==> config.mk <==
export PLATFORM = sky130hd
export DESIGN_NAME = dnn_write_path
export DESIGN_NICKNAME = d
export VERILOG_FILES = /design/src/logic/wr_path_pkg.sv /design/src/logic/queue_if.sv /design/src/logic/dnn_write_path.sv /design/src/logic/write_sequencer.sv /design/src/logic/sync_fifo.sv
export VERILOG_INCLUDE_DIRS = /design/src /design/src/logic
export SDC_FILE = /design/constraint.sdc
export NUM_CORES = 1
export LEC_CHECK = 0
export ABC_AREA = 1
export CELL_PAD_IN_SITES_DETAIL_PLACEMENT = 1
export CELL_PAD_IN_SITES_GLOBAL_PLACEMENT = 2
export CORE_MARGIN = 2
export CORE_UTILIZATION = 37
export DETAILED_ROUTE_END_ITERATION = 7
export DONT_BUFFER_PORTS = 1
export HOLD_SLACK_MARGIN = 0.1
export PLACE_DENSITY_LB_ADDON = 0.15
export SYNTH_ARGS = -nofsm -noshare
export SYNTH_HDL_FRONTEND = slang
export SYNTH_HIERARCHICAL = 1
export SYNTH_SLANG_ARGS = --single-unit
==> constraint.sdc <==
create_clock -name clk -period 11.2 [get_ports clk]
set_input_delay 1.68 -clock clk [delete_from_list [all_inputs] [get_ports clk]]
set_output_delay 1.68 -clock clk [all_outputs]
set_load 0.03 [all_outputs]
==> src/logic/wr_path_consts.svh <==
// sizing macros for the write path, included by the RTL and the testbench
`ifndef WR_PATH_CONSTS_SVH
`define WR_PATH_CONSTS_SVH

// processing units feeding the write path
`define WRP_NUM_PU 2

// datapath widths
`define WRP_DATA_W 64      // one beat of output-buffer data
`define WRP_ADDR_W 32      // byte address of a macro request
`define WRP_MEM_ADDR_W 64  // memory request address, upper bits zero
`define WRP_SIZE_W 10      // beat count of a macro request

// bytes covered by one beat, address step per beat
`define WRP_BEAT_BYTES 8

// queue depths as log2
`define WRP_MACRO_Q_LOG_DEPTH 2  // 4 pending macro requests
`define WRP_BEAT_Q_LOG_DEPTH 3   // 8 beats waiting for grant

`endif
==> src/logic/wr_path_pkg.sv <==
// request and beat types shared by the write path RTL and its testbench
`include "wr_path_consts.svh"

package wr_path_pkg;

  // pu index width, one bit minimum even for a single PU
  localparam int PU_ID_W = ($clog2(`WRP_NUM_PU) > 0) ? $clog2(`WRP_NUM_PU) : 1;

  typedef logic [PU_ID_W-1:0] pu_id_t;

  // macro write request as queued from the controller
  typedef struct packed {
    logic [`WRP_ADDR_W-1:0] addr;  // start byte address
    logic [`WRP_SIZE_W-1:0] size;  // length in beats
    pu_id_t                 pu_id; // source output buffer
  } macro_req_t;

  // single-beat memory write
  typedef struct packed {
    logic [`WRP_MEM_ADDR_W-1:0] addr;  // zero-extended beat address
    logic [`WRP_DATA_W-1:0]     data;  // word popped from the PU buffer
  } beat_t;

endpackage

==> src/logic/queue_if.sv <==
// push and pop sides of one queue, shared by the FIFO and the blocks around it
interface queue_if #(
  parameter type payload_t = logic
);

  // push side
  logic     push;       // write strobe, dropped while full
  payload_t push_data;
  logic     full;

  // pop side
  logic     pop;        // read strobe, dropped while empty
  payload_t pop_data;   // head entry, valid while not empty
  logic     empty;

  // block writing into the queue
  modport producer (
    output push,
    output push_data,
    input  full
  );

  // block draining the queue
  modport consumer (
    output pop,
    input  pop_data,
    input  empty
  );

  // the queue storage itself
  modport store (
    input  push,
    input  push_data,
    input  pop,
    output full,
    output pop_data,
    output empty
  );

endinterface

==> src/logic/dnn_write_path.sv <==
// write path top: queues controller write requests and drives beat writes to memory
`include "wr_path_consts.svh"

module dnn_write_path (
  input  logic                                clk,
  input  logic                                rst,

  // controller side
  input  logic                                wr_req,      // one-cycle strobe while wr_ready
  input  logic [`WRP_ADDR_W-1:0]              wr_addr,     // start byte address
  input  logic [`WRP_SIZE_W-1:0]              wr_size,     // length in beats
  input  wr_path_pkg::pu_id_t                 wr_pu_id,
  output logic                                wr_ready,    // nothing queued or in flight
  output logic                                wr_done,     // last beat of a request issued

  // PU output buffers
  input  logic [`WRP_NUM_PU-1:0]              outbuf_empty,
  input  logic [`WRP_NUM_PU*`WRP_DATA_W-1:0]  outbuf_data, // pu 0 in low word
  output logic [`WRP_NUM_PU-1:0]              outbuf_pop,

  // memory system
  output logic                                req_valid,
  input  logic                                req_grant,
  output logic [`WRP_MEM_ADDR_W-1:0]          req_addr,
  output logic [`WRP_DATA_W-1:0]              req_data
);

  queue_if #(.payload_t(wr_path_pkg::macro_req_t)) macro_q ();
  queue_if #(.payload_t(wr_path_pkg::beat_t))      beat_q ();

  logic                                    seq_busy;   // sequencer holds a request
  logic [`WRP_NUM_PU-1:0][`WRP_DATA_W-1:0] pu_words;   // buffer data split per PU

  assign pu_words = outbuf_data;

  // request strobe into the macro queue, dropped if full
  assign macro_q.push           = wr_req && !macro_q.full;
  assign macro_q.push_data.addr  = wr_addr;
  assign macro_q.push_data.size  = wr_size;
  assign macro_q.push_data.pu_id = wr_pu_id;

  sync_fifo #(
    .payload_t (wr_path_pkg::macro_req_t),
    .LOG_DEPTH (`WRP_MACRO_Q_LOG_DEPTH)
  ) macro_fifo (
    .clk (clk),
    .rst (rst),
    .q   (macro_q)
  );

  write_sequencer i_write_sequencer (
    .clk          (clk),
    .rst          (rst),
    .macro_q      (macro_q),
    .beat_q       (beat_q),
    .outbuf_empty (outbuf_empty),
    .outbuf_data  (pu_words),
    .outbuf_pop   (outbuf_pop),
    .busy         (seq_busy),
    .wr_done      (wr_done)
  );

  sync_fifo #(
    .payload_t (wr_path_pkg::beat_t),
    .LOG_DEPTH (`WRP_BEAT_Q_LOG_DEPTH)
  ) beat_fifo (
    .clk (clk),
    .rst (rst),
    .q   (beat_q)
  );

  // memory side, head beat offered until granted
  assign req_valid  = !beat_q.empty;
  assign req_addr   = beat_q.pop_data.addr;
  assign req_data   = beat_q.pop_data.data;
  assign beat_q.pop = req_valid && req_grant;  // transfer

  // idle only when both queues are drained and no request is active
  assign wr_ready = macro_q.empty && !seq_busy && beat_q.empty;

endmodule

==> src/logic/write_sequencer.sv <==
// splits queued macro write requests into single-beat memory writes fed from PU buffers
`include "wr_path_consts.svh"

module write_sequencer (
  input  logic                                    clk,
  input  logic                                    rst,
  queue_if.consumer                               macro_q,      // macro_req_t entries
  queue_if.producer                               beat_q,       // beat_t entries
  input  logic [`WRP_NUM_PU-1:0]                  outbuf_empty,
  input  logic [`WRP_NUM_PU-1:0][`WRP_DATA_W-1:0] outbuf_data,  // pu 0 in low word
  output logic [`WRP_NUM_PU-1:0]                  outbuf_pop,
  output logic                                    busy,
  output logic                                    wr_done
);

  // current macro request being sequenced
  logic                   active;      // a request is loaded
  logic [`WRP_ADDR_W-1:0] cur_addr;    // byte address of next beat
  logic [`WRP_SIZE_W-1:0] beats_left;  // beats still to issue
  wr_path_pkg::pu_id_t    cur_pu;      // buffer the data comes from

  wr_path_pkg::macro_req_t next_req;   // head of the macro queue
  wr_path_pkg::beat_t      beat;       // beat formed this cycle

  logic accept;     // take a new macro request
  logic issue;      // push one beat this cycle
  logic last_beat;  // beat being issued is the final one

  assign next_req = macro_q.pop_data;

  // activation: only when idle and something is queued
  assign accept      = !active && !macro_q.empty;
  assign macro_q.pop = accept;

  // a beat goes out when the chosen buffer has data and there is room downstream
  assign issue     = active && !outbuf_empty[cur_pu] && !beat_q.full;
  assign last_beat = issue && (beats_left == `WRP_SIZE_W'(1));

  // beat payload, address widened to the memory address width
  always_comb begin
    beat.addr = `WRP_MEM_ADDR_W'(cur_addr);
    beat.data = outbuf_data[cur_pu];
  end

  assign beat_q.push      = issue;
  assign beat_q.push_data = beat;

  // pop the selected buffer in the same cycle the beat is pushed
  always_comb begin
    outbuf_pop = '0;
    if (issue) begin
      outbuf_pop[cur_pu] = 1'b1;
    end
  end

  assign busy = active;

  // control state
  always_ff @(posedge clk) begin
    if (rst) begin
      active  <= 1'b0;
      wr_done <= 1'b0;
    end else begin
      wr_done <= last_beat;  // one cycle after the final push
      if (accept) begin
        active <= 1'b1;
      end else if (last_beat) begin
        active <= 1'b0;      // count hits zero, back to idle
      end
    end
  end

  // address, count and source of the active request
  always_ff @(posedge clk) begin
    if (accept) begin
      cur_addr   <= next_req.addr;
      beats_left <= next_req.size;
      cur_pu     <= next_req.pu_id;
    end else if (issue) begin
      cur_addr   <= cur_addr + `WRP_ADDR_W'(`WRP_BEAT_BYTES);  // next 8-byte word
      beats_left <= beats_left - `WRP_SIZE_W'(1);
    end
  end

endmodule

==> src/logic/sync_fifo.sv <==
// show-ahead synchronous FIFO, instantiated for the macro request and beat queues
module sync_fifo #(
  parameter type payload_t = logic,
  parameter int  LOG_DEPTH = 2
) (
  input logic   clk,
  input logic   rst,
  queue_if.store q
);

  localparam int DEPTH = 1 << LOG_DEPTH;

  payload_t mem [DEPTH];  // entry storage

  logic [LOG_DEPTH-1:0] rd_ptr;  // head slot
  logic [LOG_DEPTH-1:0] wr_ptr;  // next free slot
  logic [LOG_DEPTH:0]   count;   // entries held, one extra bit for full

  logic do_push;
  logic do_pop;

  // status flags straight from the count
  assign q.full  = (count == (LOG_DEPTH + 1)'(DEPTH));
  assign q.empty = (count == '0);

  // strobes that actually take effect
  assign do_push = q.push && !q.full;
  assign do_pop  = q.pop && !q.empty;

  // head is visible without a pop
  assign q.pop_data = mem[rd_ptr];

  // pointers and occupancy
  always_ff @(posedge clk) begin
    if (rst) begin
      rd_ptr <= '0;
      wr_ptr <= '0;
      count  <= '0;
    end else begin
      if (do_push) begin
        wr_ptr <= wr_ptr + 1'b1;  // wraps at depth
      end
      if (do_pop) begin
        rd_ptr <= rd_ptr + 1'b1;
      end
      // simultaneous push and pop leaves count alone
      case ({do_push, do_pop})
        2'b10:   count <= count + 1'b1;
        2'b01:   count <= count - 1'b1;
        default: count <= count;
      endcase
    end
  end

  // storage write
  always_ff @(posedge clk) begin
    if (do_push) begin
      mem[wr_ptr] <= q.push_data;
    end
  end

endmodule

# Yosys cells after proc, flatten, opt, wreduce, memory -nomap -nowiden
# Memory sizes are Yosys's and may differ from the RTL's. A register that Yosys moved wholly into a read port is not among the register bits.
# Cells that the tools add are included.
# totals
regBits,62
ramBits,940
input_bits,177
out_inout_bits,133
wordCells,80
memories,2
# classes
add_sub_neg,10
n_lt_le_gt_ge,2
eq_ne,7
n_mux,23
n_reduce_logical,25
# mem_list
memory,depth,word_bits,rd,rd_ports_with_merged_regs,write_ports,line_no,text
beat_fifo.mem,8,96,1,1,1,sync_fifo.sv:13,payload_t mem [DEPTH];
macro_fifo.mem,4,43,1,1,1,sync_fifo.sv:13,
# op_table
cell,n
$mux W64,2
$mux W32,2
$add A32 B4 Y32 const B,1
$mux W10,2
$logic_and A1 B1 Y1,13
$eq A10 B1 Y1 const B,1
$sub A10 B1 Y10 const B,1
$add A3 B1 Y3 const B,3
$mux W1,9
$pmux W4 S2,1
$reduce_bool A2 Y1,4
$logic_not A1 Y1,6
$mux W2,3
$mux W3,2
$pmux W3 S2,1
$add A2 B1 Y2 const B,2
$add A4 B1 Y4 const B,1
$eq A2 B1 Y1 const B,2
$eq A2 B2 Y1 const B,2
$eq A4 B4 Y1 const B,1
$logic_not A4 Y1,1
$sub A4 B1 Y4 const B,1
$eq A3 B3 Y1 const B,1
$logic_not A3 Y1,1
4 further kinds,4

# Depth between registers and ports, before layout
# Gate-level depths: netlist of the first run.
# depth
depth_word,8
mapped_depth,17
depth_no_buf,16

# Hierarchy
# The synthesis of the first run kept the hierarchy.
# by_module_without_submodules
module,instances,cells_each,area_each_um2,seq_area_each_um2
sync_fifo at beat_fifo,1,2971,40405.0,31009.7
sync_fifo at macro_fifo,1,485,6839.1,5345.1
write_sequencer,1,631,3885.0,1331.3
dnn_write_path,1,7,26.3,0.0

# Worst setup path before layout of the first run
# No wires, ideal clock.
# synth_path
kind,input to register
startpoint,input outbuf_empty[1]
endpoint,memory beat_fifo/mem[1][0] (netlist bit) (enable)
setup_ns,0.616
arrival_ns,7.780
required_ns,10.584
path_slack_ns,2.803
stages,7
n_path_buf,0
path_cell_list,nand2_1 inv_1 nor3_1 nand2_1 nor2_1 inv_1 nor2_1
# synth_via
elab_chain_cells,8
# synth_rtl
item,line_no,text
"start, declared",dnn_write_path.sv:17,"input logic [`WRP_NUM_PU-1:0] outbuf_empty,"
$mux W1 (implied by the code) (2 in series),write_sequencer.sv:36,assign issue = active && !outbuf_empty[cur_pu] && !beat_q.full;
$logic_not A1 Y1,write_sequencer.sv:36,
$logic_and A1 B1 Y1 (2 in series),write_sequencer.sv:36,
via beat_q.push,queue_if.sv:7,logic push;
$logic_and A1 B1 Y1,sync_fifo.sv:27,assign do_push = q.push && !q.full;
$mux W1,sync_fifo.sv:57,if (do_push) begin
$mux W1 (implied by the code),sync_fifo.sv:58,mem[wr_ptr] <= q.push_data;
"end, declared",sync_fifo.sv:13,
# The timed path passes the listed nets, and every way through them passes these cells. The select of a mux whose other input is x is not followed.

==> results by group, run 1 <==
Synthesis
  – Ys flop type: edfxtp_1
  – Syn Std Cell Area: 51200 um^2
  – Part of the Yosys area used for sequential elements: 73.7%
  – Synth top area cells: edfxtp_1 (73%), nand2_1 (5.6%), nor2_1 (5.0%)
  – Asr flop ratio synth: 0%
  – Register bit count reported by yosys: 1263
  – EDFF count, synth: 1239
  – Share of the synthesized area in the top cell type: 72.7%
  – Unique masters post-synth: 35
  – Synthesized area per cell: 12.5 um^2
  – Mapped Cells: 4094
  – YS warnings: 6
  – Area leader, netlist: edfxtp_1

Timing
  – Tcrit/Tclk final: 58.5%
  – Slew headroom: 12.6%
  – Fin. Hold Viols: 0
  – Fin Setup TNS: 0 ns
  – Skew final: 0.0180 ns
  – Fin crit period: 6.56 ns
  – Actual slew at the worst max-slew pin: 1.31 ns
  – Max Fclk: 153 MHz
  – Max Slew Vio Count: 0
  – Setup Viol. Count Final: 0
  – Hold WS: 0.476 ns
  – RSZ-0062 raised after global routing: no

Drt
  – Initial DRC count: 1628
  – Wirelength per Cell: 22.1 um
  – Via count: 30518
  – Detailed Routing Iterations Pass 1: 5
  – Post-Route WL: 132 mm
  – Vias/cell: 5.12
  – Post-DRT Antenna Nets: 0
  – Post-route DRC: 0

Clock network
  – CTS Hold Bufs: 0
  – Clock Tree Root: clkbuf_16
  – Clock-pin slew on the worst setup and hold paths: 0.06 ns
  – TritonCTS clock tree: built
  – Clk sinks: 1263
  – Clock latency on the worst-skew pair: 0.75 ns
  – Post-CTS Setup Inserts: 0
  – TritonCTS Buffers: 144
  – Cts repair resizes: 0
  – CTS H-tree depth: 4
  – CTS max path bufs: 3

Job
  – Max-cap violations: 0

Finish
  – Fillcell total: 14249
  – Commonest non-fill, non-tap cell in the layout: edfxtp_1
  – Area of the multi-input gates: 11900 um^2
  – Commonest cells after routing, fill and taps aside: edfxtp_1 (1239), nand2_1 (768), nor2_1 (670)
  – Register area: 37700 um^2
  – Fin nets: 4246
  – Layout Cells excl Fill: 5965
  – Final Cell Area: 57100 um^2
  – Syn-to-layout area delta: 11.6%
  – Layout cells sized above 1: 6.69%

Die
  – Die Ht: 376 um
  – I/O pin count: 310
  – DIE WIDTH: 376 um
  – Starting Density: 37.3%
  – Std-Cell Rows: 136
  – Die ar.: 141000 um^2
  – Total core area: 137000 um^2

Global route
  – Largest net degree at the start of global routing: 192
  – Initial antenna violation count: 0
  – Vias in the first global route: 31352
  – First-pass GRT wire length: 196 mm
  – Gr ovfl total: 0
  – GRT Total Usage: 18.4%

Critical path
  – CP Data Required Time: 9.52 ns
  – Top Family by Delay on Critical Path: buffers and inverters
  – Arrival time of the worst setup path: 4.88 ns
  – Crit. End Element: output pin
  – Setup crit start kind: register
  – Worst-path cell chain: buf_4, buf_12, buf_4, nor2_1, nor2_1, o21ai_0, o21ai_1, nand2_1, nand2_1
  – Critical Path Max Stage Delay: 0.84 ns
  – Crit path max fanout: 191
  – CP bufs+invs: 3
  – Slowest CP cell: buf_4
  – Critical setup path kind: register to output pin

Power and ir drop
  – Worst IR Drop VDD: 0.161 mV
  – Lkg Pwr: 0.0192 uW
  – PD cells: 241 nW/um^2

Status
  – Status: finished clean

Placement
  – Final HPWL from detailed placement: 69.9 mm
  – Placed inst area: 52600 um^2
  – RePlAce Congestion: 0.721
  – Port buffer count: 0
  – Cell total after placement: 5703

Hold path
  – Hold Path Class: register to register
## per-layer routing
metal  up-vias  track usage, %  share of wire (%)  routed length (um)
met4         0            4.84                2.0                2630
met2       445            31.4                 49               64100
li1      14467               -                  -                   -
met5         -               0                  0                   0
met3       177            3.98                4.3                5720
met1     15429            23.7                 45               59200
## worst paths after layout
| check | end | slack (ns) | cells past startpoint | startpoint |
|---|---|---|---|---|
| worst min-delay path | register | 0.48 | 2 | beat_fifo/rd_ptr[1]$_SDFFE_PP0P_ |
| worst max register to register | beat_fifo/mem[1][33]$_DFFE_PP_ | 6.67 | 12 | i_write_sequencer/cur_pu$_DFFE_PP_ |
| worst max-delay path | req_addr[40] | 4.64 | 9 | register |
| worst min register to register | register | 0.48 | 2 | beat_fifo/rd_ptr[1]$_SDFFE_PP0P_ |
## where the power goes
part	leakage, uW	internal, uW	switching [uW]
registers	0.0114	6080	345
clock network	0.00218	2610	1840
logic	0.00556	624	2260
## layout make-up
class,instances,area share (%)
clock inverters,79,0.980
multi-input cells,2520,20.9
inverters,76,0.524
clock buffers,182,6.82
flip-flops and latches,1263,66.1
well taps,1794,3.93
repair buffers,50,0.767
diodes,1,0.00438
## sequential cells by signal (all words and copies together) (netlist names), named ones only
register	flops
i_write_sequencer/beats_left	10
beat_fifo/count	4
macro_fifo/rd_ptr	2
beat_fifo/mem	1024
i_write_sequencer/cur_pu	1
macro_fifo/count	3
macro_fifo/wr_ptr	2
macro_fifo/mem	172
beat_fifo/rd_ptr	3
i_write_sequencer/cur_addr	32
i_write_sequencer/wr_done	1
beat_fifo/wr_ptr	3
i_write_sequencer/busy	1
## metrics by stage
step / utilization (%) / power [uW] / setup slack, ns
6_report: 41.6 / 13800 / 4.64
5_1_grt: 41.6 / 14500 / 4.27
4_1_cts: 41.6 / 14000 / 4.67
3_5_place_dp: 38.3 / 9500 / 5.51
3_3_place_gp: 38.3 / 9450 / 5.47
2_1_floorplan: - / 8520 / 2.80
## worst reg2reg max path, delay by kind of cell (launching register included)
kind / cells / cell delay [ns]
simple gates: 6 / 1.21
flops: 1 / 0.36
buf+inv: 6 / 2.56
## cells in the mapped netlist, types with 31 or more instances
library cell / instances
o21ai_0: 468
nand3_1: 31
clkbuf_1: 109
o21ai_1: 153
edfxtp_1: 1239
o22ai_1: 171
nor2_1: 683
mux2i_1: 128
nand2_1: 769
buf_2: 52
buf_1: 37
buf_4: 40
inv_1: 73
## logic make-up after synthesis
family                     after synthesis  share of synthesized area (%)
AOI/OAI and AO/OA                      823                           8.51
xor gates and xnor gates                15                          0.257
adders and majority gates               14                          0.357
buffers and inverters                  342                           3.42
DFF                                   1263                           73.7
muxes                                  128                           2.50
other                                    1                        0.00733
and+or+nand+nor                       1508                           11.3
Power figures use the tool's default switching activity.
==> inputs of run 2 (changes only) <==
==> constraint.sdc (replaced) <==
create_clock -name clk -period 6.3 [get_ports clk]
set_input_delay 0.945 -clock clk [delete_from_list [all_inputs] [get_ports clk]]
set_output_delay 0.945 -clock clk [all_outputs]
set_load 0.03 [all_outputs]
==> results by group, run 2 (synthesized netlist as in run 1, its figures left out) <==
Finish
  – Final Cell Area: 57300 um^2
  – Layout Cells excl Fill: 5962
  – Top Registers: beat_fifo/mem x1024, macro_fifo/mem x172, i_write_sequencer/cur_addr x32
  – Number of flip-flops in the largest register: 1024
  – Most flops, register: beat_fifo/mem
  – Syn-to-layout area delta: 12.0%
  – Layout cells sized above 1: 6.79%
  – Commonest non-fill, non-tap cell in the layout: edfxtp_1
  – Commonest cells after routing, fill and taps aside: edfxtp_1 (1239), nand2_1 (768), nor2_1 (670)
  – Core Util, Final: 41.7%
  – Fin nets: 4248
  – Fillcell total: 14156

Critical path
  – Slowest CP cell: inv_8
  – Most frequent CP cell: nand2_1
  – CP bufs+invs: 2
  – Top Family by Delay on Critical Path: buffers and inverters
  – CP Data Required Time: 5.35 ns
  – Arrival time of the worst setup path: 3.55 ns
  – Critical Path Max Stage Delay: 0.69 ns
  – Critical setup path kind: register to output pin
  – Worst-path cell chain: inv_8, buf_4, nor2_1, o22ai_1, nand2_1, nand2_1
  – Crit path max fanout: 137
  – Setup crit start kind: register
  – Crit. End Element: output pin

Timing
  – RSZ-0062 raised after global routing: no
  – Fin crit period: 4.50 ns
  – Skew final: 0.0204 ns
  – Hold WS: 0.257 ns
  – Fin. Hold Viols: 0
  – Tcrit/Tclk final: 71.4%
  – Max Slew Vio Count: 0
  – Actual slew at the worst max-slew pin: 1.26 ns
  – Fin Setup TNS: 0 ns
  – Setup Viol. Count Final: 0
  – Max Fclk: 222 MHz
  – Slew headroom: 16.0%

Die
  – Die ar.: 141000 um^2
  – I/O pin count: 310
  – DIE WIDTH: 376 um
  – Starting Density: 37.3%
  – Die Ht: 376 um
  – Total core area: 137000 um^2
  – Std-Cell Rows: 136

Clock network
  – CTS max path bufs: 3
  – Clock-pin slew on the worst setup and hold paths: 0.06 ns
  – CTS H-tree depth: 4
  – CTS Hold Bufs: 0
  – TritonCTS Buffers: 145
  – Post-CTS Setup Inserts: 0
  – Clock latency on the worst-skew pair: 0.76 ns
  – Clk sinks: 1263
  – TritonCTS clock tree: built
  – Cts repair resizes: 0
  – Clock Tree Root: clkbuf_16

Drt
  – Via count: 30560
  – Vias/cell: 5.13
  – Initial DRC count: 1736
  – Post-Route WL: 132 mm
  – Wirelength per Cell: 22.1 um
  – Post-route DRC: 0
  – Post-DRT Antenna Nets: 0
  – Detailed Routing Iterations Pass 1: 5

Placement
  – Placed inst area: 52800 um^2
  – RePlAce Congestion: 0.720
  – Port buffer count: 0
  – Cell total after placement: 5704
  – Final HPWL from detailed placement: 70.0 mm

Global route
  – Gr ovfl total: 0
  – GRT Total Usage: 18.5%
  – First-pass GRT wire length: 198 mm
  – Initial antenna violation count: 0
  – Largest net degree at the start of global routing: 194
  – Vias in the first global route: 31594

Status
  – Status: finished clean

Power and ir drop
  – Lkg Pwr: 0.0193 uW
  – PD cells: 430 nW/um^2
  – Worst IR Drop VDD: 0.285 mV

Job
  – Max-cap violations: 0

Hold path
  – Hold Path Class: input port to register
## run 2: changes by cell type in the layout (fill, tap and decap cells not counted)
cell | previous run | this run
inv_6 | 3 | 7
clkinv_4 | 0 | 3
bufinv_16 | 7 | 8
buf_4 | 45 | 33
clkinv_1 | 39 | 34
clkinvlp_4 | 3 | 1
clkinv_2 | 27 | 23
inv_16 | 0 | 1
buf_12 | 5 | 18
clkbuf_1 | 31 | 29
clkbuf_16 | 151 | 149
clkinv_8 | 2 | 4
## run 2: through the flow
step                setup WS, ns  power [uW]
detailed placement          2.47       17000
floorplan                  -1.36       15100
CTS                         1.73       25000
finish                      1.80       24600
global placement            2.53       16800
global route                1.55       25900
## run 2: final timing paths
path                                                         start                           endpoint  slack [ns]  depth (start not counted)
worst min-delay path                                           rst  macro_fifo/wr_ptr[0]$_SDFFE_PP0P_        0.26                          1
worst min register to register    beat_fifo/wr_ptr[0]$_SDFFE_PP0P_   beat_fifo/wr_ptr[0]$_SDFFE_PP0P_        0.48                          2
worst max-delay path                                      register                       req_addr[38]        1.80                          6
worst max register to register  i_write_sequencer/cur_pu$_DFFE_PP_     beat_fifo/mem[2][98]$_DFFE_PP_        2.90                          7
## run 2: area by class of cell
| class | count | area (um^2) | area share [%] |
|---|---|---|---|
| Antenna cell | 1 | 2.50 | 0.00437 |
| Multi-Input combinational cell | 2520 | 11900 | 20.8 |
| Sequential cell | 1263 | 37700 | 65.8 |
| Inverter | 76 | 299 | 0.522 |
| Clock inverter | 79 | 649 | 1.13 |
| Tap cell | 1794 | 2240 | 3.92 |
| Timing Repair Buffer | 51 | 608 | 1.06 |
| Clock buffer | 178 | 3840 | 6.70 |
## run 2: power breakdown
group,internal (uW),switching [uW],total (uW)
Sequential,10800,628,11400
Clock,4650,3340,8000
Combinational,1130,4050,5180
Total,16600,8020,24600
## run 2: metal layers
layer | up-vias | wire [um] | GRT usage [%]
li1 | 14476 | - | -
met1 | 15417 | 58400 | 23.8
met2 | 488 | 63800 | 31.3
met3 | 179 | 6890 | 4.35
met4 | 0 | 2910 | 5.24
met5 | - | 0 | 0
## run 2: worst reg2reg max path, cell delays in order, from the launching register on
cell	delay (ns)
edfxtp_1	0.58
clkinv_2	0.11
nand2_1	0.07
nand2_1	0.04
nor3_1	0.46
nand3_1	0.45
nor2_4	0.58
buf_12	0.60
